$ cat config.mk
export PLATFORM = sky130hd
export DESIGN_NAME = scene_store
export DESIGN_NICKNAME = d
export VERILOG_FILES = /design/src/scene_pkg.sv /design/src/scene_store.sv
export SDC_FILE = /design/constraint.sdc
export NUM_CORES = 2
export LEC_CHECK = 0
export ABC_CLOCK_PERIOD_IN_PS = 3400
export BUFFER_PORTS_ARGS = -buffer_cell sky130_fd_sc_hd__buf_4
export CORE_MARGIN = 2
export CORE_UTILIZATION = 55
export CTS_CLUSTER_SIZE = 30
export DETAILED_ROUTE_END_ITERATION = 7
export GPL_ROUTABILITY_DRIVEN = 0
export MAX_ROUTING_LAYER = met4
export PLACE_DENSITY = 0.71
export SYNTH_ARGS = -nofsm -noshare
export SYNTH_HDL_FRONTEND = slang
export SYNTH_SLANG_ARGS = --single-unit
$ cat constraint.sdc
create_clock -name sck -period 3.4 [get_ports sck]
set_clock_uncertainty 0.05 [all_clocks]
set_input_delay 0.34 -clock sck [delete_from_list [all_inputs] [get_ports sck]]
set_output_delay 0.34 -clock sck [all_outputs]
set_load 0.03 [all_outputs]
$ cat src/scene_pkg.sv
package scene_pkg;

    parameter int DEF_DEPTH = 256;  // Upper bound too, ids are ID_W bits
    parameter int ID_W      = 8;

    typedef enum logic [3:0] {
        OP_CREATE_VERT = 4'h1,
        OP_CREATE_TRI  = 4'h2,
        OP_CREATE_INST = 4'h3,
        OP_UPDATE_INST = 4'h4,
        OP_WIPE        = 4'h5
    } opcode_e;

    // 27 nibbles on the wire, x first
    typedef struct packed {
        logic [31:0] x;
        logic [31:0] y;
        logic [31:0] z;
        logic [3:0]  attr0;
        logic [3:0]  attr1;
        logic [3:0]  attr2;
    } vertex_t;

    typedef struct packed {
        logic [ID_W-1:0] v0;
        logic [ID_W-1:0] v1;
        logic [ID_W-1:0] v2;
    } tri_t;

    // Nine words, w[8] is sent first
    typedef struct packed {
        logic [8:0][31:0] w;
    } transform_t;

    typedef struct packed {
        logic overflow;    // At least one write dropped
        logic bad_id;      // Update of an unallocated instance
        logic table_full;  // No free instance id
        logic spare;
    } status_t;

    typedef struct packed {
        logic            create;
        logic            update;
        logic [ID_W-1:0] id;
        logic [ID_W-1:0] vert_id;
        logic [ID_W-1:0] tri_id;
        transform_t      xform;
    } inst_cmd_t;

    typedef struct packed {
        logic            valid;
        logic [ID_W-1:0] vert_id;
        logic [ID_W-1:0] tri_id;
        transform_t      xform;
    } inst_entry_t;

endpackage
$ cat src/scene_store.sv
module scene_store #(
    parameter type item_t = logic [7:0],
    parameter int  DEPTH  = scene_pkg::DEF_DEPTH
) (
    input  logic       sck,
    input  logic       rst,
    input  logic       start_i,
    input  logic       wr_i,
    input  item_t      item_i,
    input  logic       wipe_i,
    output logic [7:0] base_o,
    output logic       overflow_o,
    input  logic [7:0] rd_addr_i,
    output item_t      rd_data_o
);

    localparam int AW = (DEPTH > 1) ? $clog2(DEPTH) : 1;

    item_t       mem [DEPTH];
    logic [AW:0] ptr_q;  // One bit wider so a full store can be told apart
    logic        room;

    assign room = (ptr_q < DEPTH);

    always_ff @(posedge sck) begin
        if (rst) begin
            ptr_q      <= '0;
            base_o     <= '0;
            overflow_o <= 1'b0;
        end else if (wipe_i) begin
            ptr_q      <= '0;
            base_o     <= '0;
            overflow_o <= 1'b0;
        end else begin
            if (start_i) begin
                base_o     <= 8'(ptr_q);  // Buffer id is its first index
                overflow_o <= 1'b0;
            end
            if (wr_i) begin
                if (room) ptr_q <= ptr_q + 1'b1;
                else overflow_o <= 1'b1;  // Item dropped
            end
        end
    end

    always_ff @(posedge sck) begin
        if (wr_i && room && !wipe_i) begin
            mem[ptr_q[AW-1:0]] <= item_i;
        end
    end

    // Raster read, one cycle latency
    always_ff @(posedge sck) begin
        rd_data_o <= mem[rd_addr_i[AW-1:0]];
    end

endmodule

# Yosys cells after proc, flatten, opt, wreduce, memory -nomap -nowiden
# Memory sizes are Yosys's and may differ from the RTL's. A register that Yosys moved wholly into a read port is not among the register bits.
# Index checks and enable logic that the tools add are counted.
[word_totals]
register_bits = 18
inputBits = 21
romBits = 0
latch_bits = 0
mem_bits_rw = 2048
output_inout_bits = 17
n_memories = 1
[op_classes]
n_eq_ne = 0
div = 0
n_lt_le_gt_ge = 1
n_reduce_logical = 5
n_bitwise = 0
multipliers = 0
muxes = 5
n_addsub = 1
shifts = 0
[mem_list]
columns = ["memory", "depth", "width", "rd", "rd_ports_with_merged_regs", "wr", "line", "text"]
rows = [
  ["mem", 256, 8, 1, 1, 1, "scene_store.sv:19", "item_t mem [DEPTH];"],
]
[op_table]
columns = ["operator", "n"]
rows = [
  ["$add 9x1->9 const B", 1],
  ["$lt 9x9->1 const B", 1],
  ["$mux 1", 5],
  ["$logic_and 1x1->1", 2],
  ["$reduce_and 2->1", 1],
  ["$reduce_or 2->1", 1],
  ["$logic_not 1->1", 1],
]

# Longest topological paths before layout
[logic_depth]
depth_word = 5
ltp_mapped = 11

# Worst setup path after synthesis
# OpenSTA, ideal clock, no wires.
[synth_path]
path_kind = "register to register"
from = "reg ptr_q[8]"
to = "mem mem[105][0] (netlist name) (enable)"
t_required_ns = 2.980
synth_period_minus_slack_ns = 2.375
path_slack_ns = 1.025
t_arrival_ns = 1.955
path_stages_with_launch = 8
cell_sequence = "dfxtp_1 nand2b_1 clkbuf_1 nor2_1 clkbuf_1 nand3_1 clkbuf_1 nor2_1"
[synth_via]
elab_chain_len = 5
[synth_lines]
columns = ["element", "line", "text"]
rows = [
  ["start, declared", "scene_store.sv:20", "logic [AW:0] ptr_q;"],
  ["start signal, assigned", "scene_store.sv:40", "if (room) ptr_q <= ptr_q + 1'b1;"],
  ["$lt 9x9->1", "scene_store.sv:23", "assign room = (ptr_q < DEPTH);"],
  ["$logic_and 1x1->1 (2 in a row)", "scene_store.sv:47", "if (wr_i && room && !wipe_i) begin"],
  ["$mux 1", "scene_store.sv:47", ""],
  ["$mux 1 (implied by the code)", "scene_store.sv:48", "mem[ptr_q[AW-1:0]] <= item_i;"],
  ["end, declared", "scene_store.sv:19", ""],
]
# No other way between the ends.

==> summary.txt <==
Fmax achieved: 0.3437 GHz
Slowest-stage cell, CP: o32ai_1
Vias/cell: 6.424
IO buf count: 37
Syn-to-layout area delta: 14.75%
Synth Register Bits: 2074
clock sink count: 2074
most frequent cells after synthesis: edfxtp_1 (2048), mux4_2 (449), nor2_1 (304)
LEAKAGE: 0.02935 uW
CTS tree: yes
Tmin final: 2909 ps
Clock Tree Buf Depth: 3
largest net degree at the start of global routing: 147
MaxCap Viol Count: 0
Post-synth EDFFs: 2048
initial drt markers: 5558
initial core utilization: 55.55%
CTS Hold Bufs: 6
Nets: 4294
post-route ant nets: 0
WS Path Type: reg2reg
RSZ-0062 raised after global routing: false
first-pass GRT wire length: 281100 um
GRT overflow: 0
Post-DP HPWL: 119300 um
antenna violations before repair: 5
Util after Layout: 63.74%
Avg Cell Area, Syn: 20.94 sq um
Req. time, crit path: 4060 ps
Yosys warnings: 0
Tot GR Track Use: 27.15%
Post-CTS Resized: 0
H-tree depth: 4
Final Max Tran Viols: 0
wire per inst: 30.23 um
Routed WL: 191900 um
I/O pin count: 38
crit-path max FO: 1
Post-synth top flop: edfxtp_1
Max-Slew Margin vs Limit: 13.13%
setup violators final: 0
largest area contributor in the synthesized netlist: edfxtp_1
sequential fraction of the synthesis area: 77.53%
share of post-route cells with drive strength above 1: 27.83%
synthesized area: 0.07999 sq mm
post-synth top area share: 76.88%
Final Total Pwr: 52410 uW
Synth cell types: 58
Arr. time, crit path: 3570 ps
root buffer cell: clkbuf_16
worst skew pair latency: 850 ps
Max VDD drop: 541.4 uV
startpoint types: register
fraction of registers with async set/reset: 0%
HP Class: in2reg
pwr dens: 571.0 mW/mm^2
synth top area cells: edfxtp_1 (77%), mux4_2 (13%), mux2i_1 (1.7%)
FP Rows: 139
Reg clk slew, reported paths: 60 ps
final hold viol count: 0
Die H: 385.4 um
syn_nets: 3845
post-route insts no fill: 6346
DIE AREA: 0.1485 sq mm
cts bufs inserted: 201
vias in the first global route: 40470
Slew @ Worst Pin: 1291 ps
Post-CTS Setup Repair Bufs: 0
CP Capture Type: register
# DRC: 0
count leader, synth: edfxtp_1
Post-Syn Instances: 3820
critical path, cell by cell: mux4_2 > a22oi_1 > a21oi_1 > or2_2 > o32ai_1 > buf_4 > nor3_1
DRT Pass-1 Iters: 5
Die Span X: 385.4 um
CP peak stage delay: 740 ps
via count: 40769
# placed instances: 5963
Core Region: 0.1440 sq mm
outcome: finished, final reports clean
final worst path period share: 85.56%
==> final cells by class <==
class | count | area [sq um]
Sequential cell | 2074 | 62020
Tap cell | 1903 | 2381
Antenna cell | 5 | 12.51
Timing Repair Buffer | 486 | 4292
Multi-Input combinational cell | 1500 | 16620
Clock inverter | 116 | 1086
Inverter | 6 | 22.52
Fill cell | 9538 | 52210
Clock buffer | 256 | 5360
==> flip-flops by register name (all words and copies together), names as in the netlist <==
signal / flops
rd_data_o: 8
ptr_q: 9
mem: 2048
overflow_o: 1
base_o: 8
==> cells by family (layout without fill, tap and decap cells) <==
kind of cell | Yosys count | in the layout | synth area share (%)
mux | 583 | 583 | 14.32
other cells | 0 | 5 | 0
fa+ha+maj | 4 | 4 | 0.06257
flops | 2074 | 2074 | 77.53
buf+inv | 246 | 864 | 1.752
simple gates | 476 | 476 | 2.579
compound gates | 431 | 431 | 3.685
xor+xnor | 6 | 6 | 0.06570
==> placed cells by master (no fill, tap or decap), drive strengths merged, types with 28 or more instances in the layout <==
cell type  instances
nor2             304
nand3             28
buf              472
mux2i            132
nand2             47
clkinv            87
o221ai            32
a22oi            173
edfxtp          2048
a21oi            123
mux4             449
clkbuf           264
==> per-stage QoR <==
step / hold WS, ps / instance area, sq um / setup TNS (ps) / worst slack (ps)
final: 44.08 / 91790 / 0 / 490.8
after CTS: 1.676 / 91780 / 0 / 483.2
after detailed placement: 420.7 / 85270 / -935.4 / -313.5
after global routing: 67.44 / 91790 / 0 / 458.6
after global placement: 409.3 / 85270 / -802.2 / -280.8
after floorplan: 388.9 / 79990 / 0 / 1025
==> worst paths after layout <==
path	from	endpoint	slack (ps)	cells after the start
hold / removal	item_i[0]	mem[237][0]	40	1
setup reg to reg	mem[95][3]	rd_data_o[3]	490	7
setup / recovery	mem[95][3]	rd_data_o[3]	490	7
hold reg to reg	base_o[1]	base_o[1]	450	2
==> critical path: cells and delay by family (launching register included) <==
family / cells / cell delay [ps]
buffers and inverters: 1 / 230
and+or+nand+nor: 2 / 390
AOI/OAI and AO/OA: 3 / 1260
DFF: 1 / 370
muxes: 1 / 480
==> power breakdown <==
group	total (uW)	switching [uW]	internal, uW
combinational	2490	1560	928
sequential	28100	46.3	28100
clock	21800	9460	12300
total	52400	11100	41300
==> routing by layer <==
metal  track usage [%]  vias to the layer above  part of all wire (%)
li1                  -                    16860                     -
met1             37.60                    21375                    39
met2             41.25                     2181                    49
met3             5.049                      353                   9.2
met4             9.187                        0                   3.3
met5                 -                        -                     0
Note: power is estimated with default switching activity, not from simulation.
