## config.mk

```make
export PLATFORM = sky130hd
export DESIGN_NAME = spi_cmd_rx
export DESIGN_NICKNAME = d
export VERILOG_FILES = /design/src/scene_pkg.sv /design/src/spi_cmd_rx.sv
export SDC_FILE = /design/constraint.sdc
export NUM_CORES = 1
export LEC_CHECK = 0
export ABC_AREA = 1
export BUFFER_PORTS_ARGS = -buffer_cell sky130_fd_sc_hd__buf_2
export CAP_MARGIN = 20
export CORE_AREA = 4 4 187 189
export DETAILED_ROUTE_END_ITERATION = 12
export DIE_AREA = 0 0 191 193
export GPL_ROUTABILITY_DRIVEN = 0
export HOLD_SLACK_MARGIN = 0.05
export PLACE_DENSITY = 0.68
export REMOVE_ABC_BUFFERS = 1
export SYNTH_ARGS = -nofsm -noshare
export SYNTH_HDL_FRONTEND = slang
export SYNTH_SLANG_ARGS = --single-unit
```

## constraint.sdc

```tcl
create_clock -name sck -period 21.4 [get_ports sck]
set_input_delay 5.35 -clock sck [delete_from_list [all_inputs] [get_ports sck]]
set_output_delay 5.35 -clock sck [all_outputs]
set_load 0.05 [all_outputs]
```

## src/scene_pkg.sv

```systemverilog
package scene_pkg;

    parameter int DEF_DEPTH = 256;  // Upper bound too, ids are ID_W bits
    parameter int ID_W      = 8;

    typedef enum logic [3:0] {
        OP_CREATE_VERT = 4'h1,
        OP_CREATE_TRI  = 4'h2,
        OP_CREATE_INST = 4'h3,
        OP_UPDATE_INST = 4'h4,
        OP_WIPE        = 4'h5
    } opcode_e;

    // 27 nibbles on the wire, x first
    typedef struct packed {
        logic [31:0] x;
        logic [31:0] y;
        logic [31:0] z;
        logic [3:0]  attr0;
        logic [3:0]  attr1;
        logic [3:0]  attr2;
    } vertex_t;

    typedef struct packed {
        logic [ID_W-1:0] v0;
        logic [ID_W-1:0] v1;
        logic [ID_W-1:0] v2;
    } tri_t;

    // Nine words, w[8] is sent first
    typedef struct packed {
        logic [8:0][31:0] w;
    } transform_t;

    typedef struct packed {
        logic overflow;    // At least one write dropped
        logic bad_id;      // Update of an unallocated instance
        logic table_full;  // No free instance id
        logic spare;
    } status_t;

    typedef struct packed {
        logic            create;
        logic            update;
        logic [ID_W-1:0] id;
        logic [ID_W-1:0] vert_id;
        logic [ID_W-1:0] tri_id;
        transform_t      xform;
    } inst_cmd_t;

    typedef struct packed {
        logic            valid;
        logic [ID_W-1:0] vert_id;
        logic [ID_W-1:0] tri_id;
        transform_t      xform;
    } inst_entry_t;

endpackage
```

## src/spi_cmd_rx.sv

```systemverilog
module spi_cmd_rx (
    input  logic                  sck,
    input  logic                  rst,
    input  logic                  cs_n_i,
    input  logic [3:0]            mosi_i,
    output logic                  miso_o,

    output logic                  vert_start_o,
    output logic                  vert_wr_o,
    output scene_pkg::vertex_t    vert_item_o,
    input  logic [7:0]            vert_base_i,
    input  logic                  vert_ovf_i,

    output logic                  tri_start_o,
    output logic                  tri_wr_o,
    output scene_pkg::tri_t       tri_item_o,
    input  logic [7:0]            tri_base_i,
    input  logic                  tri_ovf_i,

    output scene_pkg::inst_cmd_t  inst_cmd_o,
    input  logic [7:0]            inst_id_i,
    input  scene_pkg::status_t    inst_status_i,
    output logic                  wipe_o
);

    localparam int XFORM_W   = $bits(scene_pkg::transform_t);
    localparam int NIB_VERT  = $bits(scene_pkg::vertex_t) / 4;
    localparam int NIB_TRI   = $bits(scene_pkg::tri_t) / 4;
    localparam int NIB_XFORM = XFORM_W / 4;

    typedef enum logic [2:0] {
        ST_OPCODE,
        ST_COUNT,
        ST_ITEMS,   // Vertex or triangle bodies
        ST_HDR,     // Instance header or update id
        ST_XFORM,
        ST_WR,
        ST_SETTLE,
        ST_RESP
    } state_e;

    state_e               state_q;
    scene_pkg::opcode_e   op_q;
    logic [6:0]           nib_cnt_q;
    logic [6:0]           nib_len;
    logic                 nib_last;
    logic [7:0]           item_cnt_q;
    logic [3:0]           bit_cnt_q;
    logic [11:0]          resp_q;
    logic [11:0]          resp_d;
    logic [3:0]           resp_len;
    scene_pkg::status_t   st;
    logic [XFORM_W-1:0]   shift_q;
    logic [XFORM_W-1:0]   shift_d;
    logic [7:0]           id_q;
    logic [7:0]           vid_q;
    logic [7:0]           tid_q;
    logic                 create_q;
    logic                 update_q;

    assign shift_d = {shift_q[XFORM_W-5:0], mosi_i};

    always_comb begin
        case (state_q)
            ST_COUNT: nib_len = 7'd2;
            ST_ITEMS: nib_len = (op_q == scene_pkg::OP_CREATE_TRI) ? 7'(NIB_TRI) : 7'(NIB_VERT);
            ST_HDR:   nib_len = (op_q == scene_pkg::OP_CREATE_INST) ? 7'd4 : 7'd2;
            ST_XFORM: nib_len = 7'(NIB_XFORM);
            default:  nib_len = 7'd1;
        endcase
    end

    assign nib_last = (nib_cnt_q == nib_len - 7'd1);

    // Response word, MSB first on miso_o
    always_comb begin
        st       = '0;
        resp_d   = '0;
        resp_len = 4'd4;
        case (op_q)
            scene_pkg::OP_CREATE_VERT: begin
                st.overflow = vert_ovf_i;
                resp_d      = {vert_base_i, st};
                resp_len    = 4'd12;
            end
            scene_pkg::OP_CREATE_TRI: begin
                st.overflow = tri_ovf_i;
                resp_d      = {tri_base_i, st};
                resp_len    = 4'd12;
            end
            scene_pkg::OP_CREATE_INST: begin
                resp_d   = {inst_id_i, inst_status_i};
                resp_len = 4'd12;
            end
            scene_pkg::OP_UPDATE_INST: resp_d = {inst_status_i, 8'h00};
            default: begin
                // Wipe reports whatever is still set afterwards
                st          = inst_status_i;
                st.overflow = st.overflow | vert_ovf_i | tri_ovf_i;
                resp_d      = {st, 8'h00};
            end
        endcase
    end

    always_ff @(posedge sck) begin
        if (rst) begin
            state_q      <= ST_OPCODE;
            op_q         <= scene_pkg::opcode_e'(4'h0);
            nib_cnt_q    <= '0;
            item_cnt_q   <= '0;
            bit_cnt_q    <= '0;
            resp_q       <= '0;
            vert_start_o <= 1'b0;
            vert_wr_o    <= 1'b0;
            tri_start_o  <= 1'b0;
            tri_wr_o     <= 1'b0;
            create_q     <= 1'b0;
            update_q     <= 1'b0;
            wipe_o       <= 1'b0;
        end else begin
            vert_start_o <= 1'b0;
            vert_wr_o    <= 1'b0;
            tri_start_o  <= 1'b0;
            tri_wr_o     <= 1'b0;
            create_q     <= 1'b0;
            update_q     <= 1'b0;
            wipe_o       <= 1'b0;
            resp_q       <= resp_q << 1;
            if (cs_n_i) begin
                state_q   <= ST_OPCODE;  // Drops any partial item
                nib_cnt_q <= '0;
                resp_q    <= '0;
            end else begin
                case (state_q)
                    ST_OPCODE: begin
                        op_q      <= scene_pkg::opcode_e'(mosi_i);
                        nib_cnt_q <= '0;
                        case (scene_pkg::opcode_e'(mosi_i))
                            scene_pkg::OP_CREATE_VERT: begin
                                vert_start_o <= 1'b1;
                                state_q      <= ST_COUNT;
                            end
                            scene_pkg::OP_CREATE_TRI: begin
                                tri_start_o <= 1'b1;
                                state_q     <= ST_COUNT;
                            end
                            scene_pkg::OP_CREATE_INST: state_q <= ST_HDR;
                            scene_pkg::OP_UPDATE_INST: state_q <= ST_HDR;
                            scene_pkg::OP_WIPE: begin
                                wipe_o  <= 1'b1;
                                state_q <= ST_WR;
                            end
                            default: state_q <= ST_OPCODE;  // Unknown, next nibble is an opcode
                        endcase
                    end
                    ST_COUNT: begin
                        nib_cnt_q <= nib_last ? 7'd0 : nib_cnt_q + 7'd1;
                        if (nib_last) begin
                            item_cnt_q <= shift_d[7:0];  // Count minus one
                            state_q    <= ST_ITEMS;
                        end
                    end
                    ST_ITEMS: begin
                        nib_cnt_q <= nib_last ? 7'd0 : nib_cnt_q + 7'd1;
                        if (nib_last) begin
                            if (op_q == scene_pkg::OP_CREATE_TRI) tri_wr_o <= 1'b1;
                            else vert_wr_o <= 1'b1;
                            if (item_cnt_q == 8'd0) state_q <= ST_WR;
                            else item_cnt_q <= item_cnt_q - 8'd1;
                        end
                    end
                    ST_HDR: begin
                        nib_cnt_q <= nib_last ? 7'd0 : nib_cnt_q + 7'd1;
                        if (nib_last) state_q <= ST_XFORM;
                    end
                    ST_XFORM: begin
                        nib_cnt_q <= nib_last ? 7'd0 : nib_cnt_q + 7'd1;
                        if (nib_last) begin
                            if (op_q == scene_pkg::OP_CREATE_INST) create_q <= 1'b1;
                            else update_q <= 1'b1;
                            state_q <= ST_WR;
                        end
                    end
                    ST_WR: state_q <= ST_SETTLE;  // Write lands on this edge
                    ST_SETTLE: begin
                        resp_q    <= resp_d;
                        bit_cnt_q <= resp_len - 4'd1;
                        state_q   <= ST_RESP;
                    end
                    default: begin
                        // Leave on the last bit so the next edge samples an opcode
                        bit_cnt_q <= bit_cnt_q - 4'd1;
                        if (bit_cnt_q == 4'd1) state_q <= ST_OPCODE;
                    end
                endcase
            end
        end
    end

    always_ff @(posedge sck) begin
        if (!cs_n_i) begin
            shift_q <= shift_d;
            if (state_q == ST_HDR && nib_last) begin
                if (op_q == scene_pkg::OP_CREATE_INST) begin
                    vid_q <= shift_d[15:8];
                    tid_q <= shift_d[7:0];
                end else begin
                    id_q <= shift_d[7:0];
                end
            end
        end
    end

    assign vert_item_o = scene_pkg::vertex_t'(shift_q[$bits(scene_pkg::vertex_t)-1:0]);
    assign tri_item_o  = scene_pkg::tri_t'(shift_q[$bits(scene_pkg::tri_t)-1:0]);

    always_comb begin
        inst_cmd_o.create  = create_q;
        inst_cmd_o.update  = update_q;
        inst_cmd_o.id      = id_q;
        inst_cmd_o.vert_id = vid_q;
        inst_cmd_o.tri_id  = tid_q;
        inst_cmd_o.xform   = scene_pkg::transform_t'(shift_q);
    end

    assign miso_o = resp_q[11];

endmodule

```

-- Word level (Yosys, flattened, before mapping)
Cells that the tools add are included.
- register bits after elaboration: 357
- output and inout bits: 452
- bits of input ports: 37
- logic and storage cells: 106
- bitwise logic cells: 10
- multiplexer cells: 28
- add/sub/neg operators: 5
- equality and inequality tests: 23
- reductions and logical operators: 22
- operators by type and width (operator ; count):
    12-bit one-hot mux with 4 select lines ; 1
    7-bit one-hot mux with 4 select lines ; 1
    8-bit two-way mux ; 3
    3-bit two-way mux ; 7
    3-bit one-hot mux with 7 select lines ; 1
    4-bit by 2-bit == test with 1-bit output (second input constant) ; 4
    8-bit one-hot mux with 2 select lines ; 1
    7-bit one-hot mux with 2 select lines ; 1
    4-bit by 1-bit == test with 1-bit output (second input constant) ; 3
    4-bit by 3-bit == test with 1-bit output (second input constant) ; 3
    12-bit two-way mux ; 1
    2-bit != test (second input constant) ; 6
    4-bit OR reduction ; 3
    3-bit == test (second input constant) ; 3
    3-bit one-hot mux with 3 select lines ; 1
    3-bit OR reduction ; 3
    8-bit logical NOT ; 1
    1-bit NOT ; 8
    4-bit one-hot mux with 2 select lines ; 1
    8-bit nonzero test ; 1
    4-bit by 1-bit subtractor with 4-bit output (second input constant) ; 2
    8-bit by 1-bit subtractor with 8-bit output (second input constant) ; 1
    7-bit by 1-bit adder with 7-bit output (second input constant) ; 1
    7-bit == test ; 1
    17 further kinds ; 30

-- Longest topological paths before layout
Gate-level depths: netlist of the first run.
- depth after elaboration: 7
- mapped depth: 21
- mapped depth without buffers: 20

-- Least setup slack after synthesis of the first run
OpenSTA, ideal clock, no wires.
- path type: input to register
- from: input cs_n_i
- to: register op_q[0]
- library setup time: 0.158 ns
- slack: 8.587 ns
- required time: 21.242 ns
- path buffers: 0
- cell stages on the path: 4
- arrival time: 12.656 ns
- cell sequence: inv_1 -> nand2_1 -> o21ai_0 -> a21oi_1
- longest elaborated chain between the ends: 2
- ends and longest elaborated chain (element ; RTL line ; RTL):
    start: declaration ; spi_cmd_rx.sv:4 ; input logic cs_n_i,
    1-bit NOT (no line) ; -- ;
    2-bit AND reduction (no line) ; -- ;
    end signal: assignment ; spi_cmd_rx.sv:108 ; op_q <= scene_pkg::opcode_e'(4'h0);
    end signal: assignment ; spi_cmd_rx.sv:136 ; op_q <= scene_pkg::opcode_e'(mosi_i);
    end: declaration ; spi_cmd_rx.sv:43 ; scene_pkg::opcode_e op_q;
Every way passes these cells.
A chain may end at the register's enable or synchronous reset.

-- Worst setup path in the final report of the first run
- from: input cs_n_i
- to: register shift_q[190], enable pin
- RTL lines (element ; RTL line ; RTL):
    end signal: assignment ; spi_cmd_rx.sv:202 ; shift_q <= shift_d;
    end: declaration ; spi_cmd_rx.sv:53 ; logic [XFORM_W-1:0] shift_q;
No word-level cell between the ends.

==> results of run 1 <==
sequential cells by signal (all words and copies together) (netlist names):
signal        cells
shift_q         288
resp_q           12
id_q              8
item_cnt_q        8
tid_q             8
vid_q             8
nib_cnt_q         7
bit_cnt_q         4
op_q              4
state_q           3
create_q          1
tri_start_o       1
tri_wr_o          1
update_q          1
vert_start_o      1
vert_wr_o         1
wipe_o            1
power breakdown:
group | total (mW) | leakage [nW] | internal [mW] | switching [mW]
Clock | 0.608 | 0.559 | 0.351 | 0.257
Sequential | 0.835 | 3.40 | 0.803 | 0.0326
Combinational | 0.365 | 2.67 | 0.0770 | 0.288
cell type report:
type	instances	area, sq um
well taps	448	560.5
clock buffers	48	1030
flip-flops and latches	357	10270
clock inverters	16	106.4
repair buffers	492	2472
multi-input cells	291	1485
fillers	2880	17170
inverters	48	190.2
critical path: cells and delay by family:
kind | cells | cell delay (ns)
buffers and inverters | 3 | 1.65
layer usage:
metal | up-vias | share of wire (%) | wire, um
met5 | - | 0 | 0
met3 | 58 | 10 | 3680
met4 | 0 | 2.7 | 964
li1 | 3609 | - | -
met2 | 469 | 49 | 17310
met1 | 3952 | 38 | 13540
Yosys cell counts (2+ instances only):
cell	n	share of area, %
nand2_2	4	0.19
edfxtp_1	312	72
nand3b_1	4	0.23
a31oi_1	6	0.29
nor2_1	48	1.4
nand3_1	31	1.2
inv_1	41	1.2
nor3_1	4	0.15
ha_1	6	0.58
nand2_1	99	2.9
a21oi_1	26	1.0
nor4_1	2	0.096
inv_2	5	0.14
clkbuf_1	7	0.20
dfxtp_1	45	6.9
nor2_4	4	0.35
a41oi_1	3	0.20
nor2_2	3	0.14
buf_4	134	7.7
nand4_1	3	0.14
o21ai_0	25	0.96
a22oi_1	2	0.12
xor2_1	8	0.54
how the worst max path moves through the flow:
stage	startpoint	end	slack, ns	depth (start not counted)
floorplan	cs_n_i	op_q[0]	8.59	4
global placement	cs_n_i	shift_q[211]	13.88	3
detailed placement	cs_n_i	shift_q[211]	13.83	3
CTS	cs_n_i	shift_q[280]	14.41	3
global route	cs_n_i	shift_q[268]	14.26	3
finish	cs_n_i	shift_q[190]	14.40	3
logic make-up after synthesis:
logic type	count (synthesis)	share of synthesized area, %
AO/OA/AOI/OAI	69	3.006
buffers and inverters	191	9.481
XOR/XNOR	8	0.5396
adder cells (fa/ha/maj)	6	0.5781
flip-flops	357	79.08
AND/OR/NAND/NOR	208	7.313
through the flow:
stage / worst slack [ns] / utilization [%]
finish: 14.40 / 48.42
global route: 14.26 / 48.42
CTS: 14.41 / 48.42
detailed placement: 13.83 / 45.01
global placement: 13.88 / 45.01
floorplan: 8.587 / -
==> impl_metrics.yaml, run 1 <==
die:
  rows: 67
  dieArea_sq_um: 36860
  core_area_sq_um: 33280
  ioPinCount: 489
  start_util_pct: 39.02
  die_width_um: 191
  die_h_um: 193
synth:
  synthCells: 839
  ys_async_sr_fraction_pct: 0
  synth_flop_cell: "edfxtp_1"
  synth_area_per_cell_sq_um: 15.48
  ys_types: 40
  yosysSeqAreaShare_pct: 79.08
  ys_ff_latch: 357
  syn_area_sq_um: 12990
  yosys_warnings: 0
  synth-edff-count: 312
layout:
  layout_commonest_cell: "buf_2"
  fin_area_sq_um: 16110
  syn_to_final_growth_pct: 24.09
  fin_cells: 1700
  final_cell_mix: "488 x buf_2, 312 x edfxtp_1, 99 x nand2_1"
  diodes: 0
  drive_above_1_share_pct: 45.05
  fin_nets: 1271
timing:
  tightest_slew_ns: 1.043
  finalCriticalPeriod_ns: 7.001
  drv_slew: 0
  setup_viol: 0
  finalSetupTns_ns: 0
  fmax_ghz: 0.1428
  finalCritPeriodShare_pct: 32.71
  rsz0062_at_grt: "false"
  skew_ns: 0.01704
  hold_ws_ns: 0.4414
  max-slew-margin-rel_pct: 30.48
  hold_viol: 0
setup_path:
  crit_path_start_kind: "primary input"
  critPathKind: "in2reg"
  rr_endpoint: "id_q[0]"
  critPathArrivalTime_ns: 7.13
  r2r_setup_slack_ns: 17.73
  endpoint_kind: "flop"
  reg2regPathDepth: 18
  slowest_stage: "buf_4"
  critical_path_required_ns: 21.53
  slowest_delay_ns: 0.91
  cp_max_fo: 135
  worstReg2RegStart: "op_q[3]"
  crit_chain: "buf_2, inv_8, buf_4"
drt:
  drt-vias-per-instance: 4.758
  first_pass_iters: 5
  drc: 0
  wl_per_cell_um: 20.88
  drtIter0Drc: 460
  num_vias: 8088
  ant_nets: 0
  wirelength_um: 35500
global_route:
  grt-ovfl-total: 0
  use_met3_pct: 5.708
  busiest_layer: "met2"
  grt_use_met1_pct: 22.03
  grt_pass1_vias: 7772
  grt_pass1_wl_um: 50430
  grt_use_met2_pct: 31.43
  grt_use_total_pct: 18.21
  grt_max_degree: 136
  antenna_found_initial: 1
placed_design:
  port_buffers: 488
  placedCellCount: 1636
  dpl-instance-area_sq_um: 14980
  post-dp-hpwl_um: 26550
clock_tree:
  clockBufferDepth: 3
  postCtsSetupBuffers: 0
  cts_tree: "yes"
  clk_pin_slew_ns: 0.06
  cts-root-buf: "clkbuf_16"
  cts_hold_buf: 0
  cts_sinks: 357
  h-tree-depth: 2
  cts_resized: 0
  cts_buffers: 38
  clock_latency_ns: 0.52
pwr:
  cellPowerDensity_nw_per_um2: 112.2
  power.leakage_nw: 6.626
  ir_drop_mv: 0.08355
  power_mw: 1.809
status:
  status: "finished, final reports clean"
flow_run:
  drv_cap: 0
worst_hold_path:
  min_from: "shift_q[143]"
  hold_class: "reg2reg"
  hold_end: "shift_q[147]"
  whs_path_depth: 0
Power figures use the tool's default switching activity.
==> inputs of run 2 (changes only) <==
ABC_AREA = 0   (was 1)
CORE_AREA = 4 4 185 187   (was 4 4 187 189)
DIE_AREA = 0 0 189 191   (was 0 0 191 193)
PLACE_DENSITY = 0.7   (was 0.68)
clock period = 6.9 ns   (was 21.4 ns; I/O delays follow)
==> impl_metrics.yaml, run 2 <==
status:
  status: "finished, final reports clean"
layout:
  multiInputGateArea_sq_um: 1851
  largest_reg_flops: 288
  diodes: 0
  regMostFlops: "shift_q"
  final.fill_count: 2720
  fin_cells: 1645
  seqCellArea_sq_um: 10270
  drive_above_1_share_pct: 47.46
  final_cell_mix: "488 x buf_2, 312 x edfxtp_1, 45 x dfxtp_1"
  reg_top3: "shift_q (288), resp_q (12)"
  fin_nets: 1219
  layout_commonest_cell: "buf_2"
  utilization_pct: 50.22
  syn_to_final_growth_pct: 22.72
pwr:
  power.leakage_nw: 6.471
  ir_drop_mv: 0.2032
  power_mw: 5.714
  cellPowerDensity_nw_per_um2: 350.6
setup_path:
  critPathArrivalTime_ns: 4.46
  critical_path_required_ns: 7.03
  endpoint_kind: "flop"
  worstReg2RegStart: "op_q[1]"
  slowest_stage: "dfxtp_1"
  slowest_delay_ns: 0.93
  crit_chain: "nor4b_4, a21oi_1, o21ai_0, ha_1, xnor2_1, a31oi_1, or4b_4, a221oi_2, nand2_1, nor4_2"
  critPathLaunch: "op_q[1]"
  crit_path_start_kind: "flop"
  cp_max_fo: 25
  critPathKind: "reg2reg"
drt:
  drc: 0
  ant_nets: 0
  wl_per_cell_um: 19.34
  wirelength_um: 31820
  drtIter0Drc: 605
  drt-vias-per-instance: 4.894
  first_pass_iters: 6
  num_vias: 8051
timing:
  finalSetupTns_ns: 0
  finalCriticalPeriod_ns: 4.330
  max-slew-margin-rel_pct: 35.89
  tightest_slew_ns: 0.9617
  finalCritPeriodShare_pct: 62.76
  rsz0062_at_grt: "false"
  setup_ws_ns: 2.570
  fmax_ghz: 0.2309
  setup_viol: 0
  skew_ns: 0.008721
  hold_viol: 0
  drv_slew: 0
synth:
  yosys_warnings: 0
  yosys-top-cells-count: "312 x edfxtp_1, 136 x buf_4, 45 x dfxtp_1"
  ys_types: 57
  synth_area_per_cell_sq_um: 16.35
  synth_area_leaders: "edfxtp_1 71%, buf_4 7.7%, dfxtp_1 6.8%"
  synth-edff-count: 312
  ys_async_sr_fraction_pct: 0
  syn_area_sq_um: 13280
  synth_flop_cell: "edfxtp_1"
  ys_ff_latch: 357
  synth_top_cell_by_area: "edfxtp_1"
  synth_top_area_share_pct: 70.55
  yosysMostFrequentCell: "edfxtp_1"
  yosysSeqAreaShare_pct: 77.33
  synthCells: 812
clock_tree:
  cts-root-buf: "clkbuf_16"
  clock_latency_ns: 0.51
  clockBufferDepth: 3
  cts_tree: "yes"
  clk_pin_slew_ns: 0.06
  postCtsSetupBuffers: 0
  cts_buffers: 37
  h-tree-depth: 2
  cts_resized: 0
  cts_sinks: 357
  cts_hold_buf: 0
global_route:
  grt_pass1_vias: 7549
  grt_use_total_pct: 16.11
  antenna_found_initial: 0
  grt_pass1_wl_um: 45880
  grt_max_degree: 159
  grt-ovfl-total: 0
placed_design:
  port_buffers: 488
  placedCellCount: 1579
  post-dp-hpwl_um: 22380
  pre_cts_ws_ns: 2.560
flow_run:
  drv_cap: 0
worst_hold_path:
  min_from: "shift_q[258]"
  hold_class: "reg2reg"
die:
  ioPinCount: 489
  start_util_pct: 40.92
  die_h_um: 191
  dieArea_sq_um: 36100
  core_area_sq_um: 32450
  die_width_um: 189
  rows: 66
-- run 2: changes by cell type after synthesis, sizes merged, moves of 8 or more --
cell and change:
nand3 -15, nand2 -75, nor2 -22, inv -41
nor3b +10, mux2i +8, nor2b +8, nor4 +8
nor3 +8, clkbuf +15
-- run 2: worst paths after layout --
| kind | slack [ns] | to | depth (start not counted) |
|---|---|---|---|
| max | 2.57 | id_q[2] | 10 |
| min | 0.44 | shift_q[262] | 0 |
| max reg2reg | 2.57 | id_q[2] | 10 |
| min reg2reg | 0.44 | shift_q[262] | 0 |
-- run 2: power by group --
group          switching [mW]  internal [mW]
registers               0.134           2.48
clock network           0.797           1.06
logic                   0.918          0.318
total                    1.85           3.87
-- run 2: metal layers --
layer  global-route usage, %  share of wire, %
met5                       0                 0
met4                   3.587               1.7
met1                   21.28                41
met2                   26.47                48
met3                   4.931               9.3
-- run 2: metrics by stage --
stage                     instance area, sq um  hold WS, ns
after floorplan                          12130       0.4174
after global placement                   15170       0.4230
after detailed placement                 15170       0.4256
after CTS                                16300       0.4364
after global routing                     16300       0.4478
final                                    16300       0.4389
-- run 2: critical path: cells and delay by family (launching register included) --
kind	cells	cell delay, ns
AO/OA/AOI/OAI	4	0.62
XOR/XNOR	1	0.15
adder cells (fa/ha/maj)	1	0.25
flip-flops	1	0.93
AND/OR/NAND/NOR	4	1.99
-- run 2: cell type report --
cell class | instances | share of cell area (%)
multi-input combinational | 284 | 11.35
timing repair buffer | 490 | 15.15
inverter | 6 | 0.1842
tap | 442 | 3.393
clock buffer | 42 | 5.796
clock inverter | 24 | 1.105
sequential | 357 | 63.01
-- run 2: kinds of logic after synthesis --
group	synth area share, %
flip-flops	77.33
buffers and inverters	8.828
AND/OR/NAND/NOR	5.954
AO/OA/AOI/OAI	5.728
multiplexers	1.027
XOR/XNOR	0.5653
adder cells (fa/ha/maj)	0.5653
==> inputs of run 3 (changes only) <==
CORE_AREA = 4 4 188 190   (was 4 4 185 187)
DIE_AREA = 0 0 192 194   (was 0 0 189 191)
PLACE_DENSITY = 0.71   (was 0.7)
clock period = 3.9 ns   (was 6.9 ns; I/O delays follow)
==> impl_metrics.yaml, run 3 (synthesis results as in run 2) <==
timing:
  hold_ws_ns: 0.4419
  tightest_slew_ns: 0.9210
  drv_slew: 0
  setup_viol: 0
  finalCriticalPeriod_ns: 3.523
  max-slew-margin-rel_pct: 38.60
  fmax_ghz: 0.2839
  setup_ws_ns: 0.3771
  finalCritPeriodShare_pct: 90.33
  rsz0062_at_grt: "false"
  skew_ns: 0.008970
  hold_viol: 0
  finalSetupTns_ns: 0
global_route:
  grt-ovfl-total: 0
  grt_pass1_wl_um: 48110
  antenna_found_initial: 0
  grt_pass1_vias: 7752
  grt_use_total_pct: 16.46
  grt_max_degree: 147
drt:
  num_vias: 8103
  ant_nets: 0
  wl_per_cell_um: 19.77
  drt-vias-per-instance: 4.878
  drtIter0Drc: 623
  drc: 0
  wirelength_um: 32840
  first_pass_iters: 7
layout:
  largest_reg_flops: 288
  regMostFlops: "shift_q"
  drive_above_1_share_pct: 47.90
  fin_cells: 1661
  syn_to_final_growth_pct: 24.22
  reg_top3: "shift_q (288), resp_q (12)"
  diodes: 0
  layout_commonest_cell: "buf_2"
  final_cell_mix: "488 x buf_2, 312 x edfxtp_1, 45 x dfxtp_1"
  fin_nets: 1228
placed_design:
  post-dp-hpwl_um: 23220
  placedCellCount: 1593
  port_buffers: 488
  pre_cts_ws_ns: 0.4238
die:
  core_area_sq_um: 33450
  die_h_um: 194
  die_width_um: 192
  rows: 67
  dieArea_sq_um: 37250
  ioPinCount: 489
  start_util_pct: 39.70
setup_path:
  crit_path_start_kind: "flop"
  critPathArrivalTime_ns: 3.72
  endpoint_kind: "flop"
  critPathKind: "reg2reg"
  cp_max_fo: 16
  critical_path_required_ns: 4.10
clock_tree:
  clk_pin_slew_ns: 0.06
  h-tree-depth: 2
  cts_sinks: 357
  cts_buffers: 38
  clockBufferDepth: 3
  postCtsSetupBuffers: 0
  cts_resized: 0
  cts_tree: "yes"
  cts_hold_buf: 0
  cts-root-buf: "clkbuf_16"
  clock_latency_ns: 0.52
status:
  status: "finished, final reports clean"
pwr:
  power.leakage_nw: 6.568
  cellPowerDensity_nw_per_um2: 628.2
  ir_drop_mv: 0.3913
worst_hold_path:
  hold_class: "reg2reg"
flow_run:
  drv_cap: 0
==> run 3: area by class of cell <==
cell class              count  area [sq um]
clock buffers              50          1101
inverters                   6         30.03
flip-flops and latches    357         10270
clock inverters            18         142.6
repair buffers            498          2542
fillers                  2847         16950
well taps                 448         560.5
multi-input cells         284          1851
==> run 3: critical path: stages (launching register included) <==
cell and delay (ns):
dfxtp_1 0.61, and4bb_2 0.33, nand3_1 0.13, nand2_1 0.07, ha_1 0.22, xnor2_1 0.23, a31oi_1 0.07, or4b_4 0.54
a221oi_2 0.25, nand2_1 0.26, nor4_2 0.19, buf_4 0.31
==> run 3: final timing paths <==
check                from      endpoint  slack, ns  cells after the start
max               op_q[2]      tid_q[7]       0.38                     11
min          shift_q[154]  shift_q[158]       0.44                      0
max reg2reg       op_q[2]      tid_q[7]       0.38                     11
min reg2reg  shift_q[154]  shift_q[158]       0.44                      0
==> run 3: metal layers <==
layer | up-vias | GRT usage [%] | wire [um]
met5 | - | 0 | 0
met4 | 0 | 4.517 | 682
met3 | 57 | 4.573 | 3174
met2 | 443 | 27.34 | 15870
met1 | 3951 | 21.30 | 13120
li1 | 3652 | - | -
==> run 3: stage by stage <==
stage | instance area (sq um) | total power [mW] | util, %
floorplan | 12130 | 6.332 | -
global placement | 15250 | 6.853 | 45.60
detailed placement | 15250 | 6.887 | 45.60
CTS | 16500 | 10.46 | 49.32
global route | 16500 | 10.81 | 49.32
finish | 16500 | 10.36 | 49.32
==> run 3: power breakdown <==
| part | total (mW) | switching [mW] | internal (mW) |
|---|---|---|---|
| combinational | 2.26 | 1.67 | 0.583 |
| sequential | 4.57 | 0.178 | 4.40 |
| clock | 3.53 | 1.41 | 2.12 |
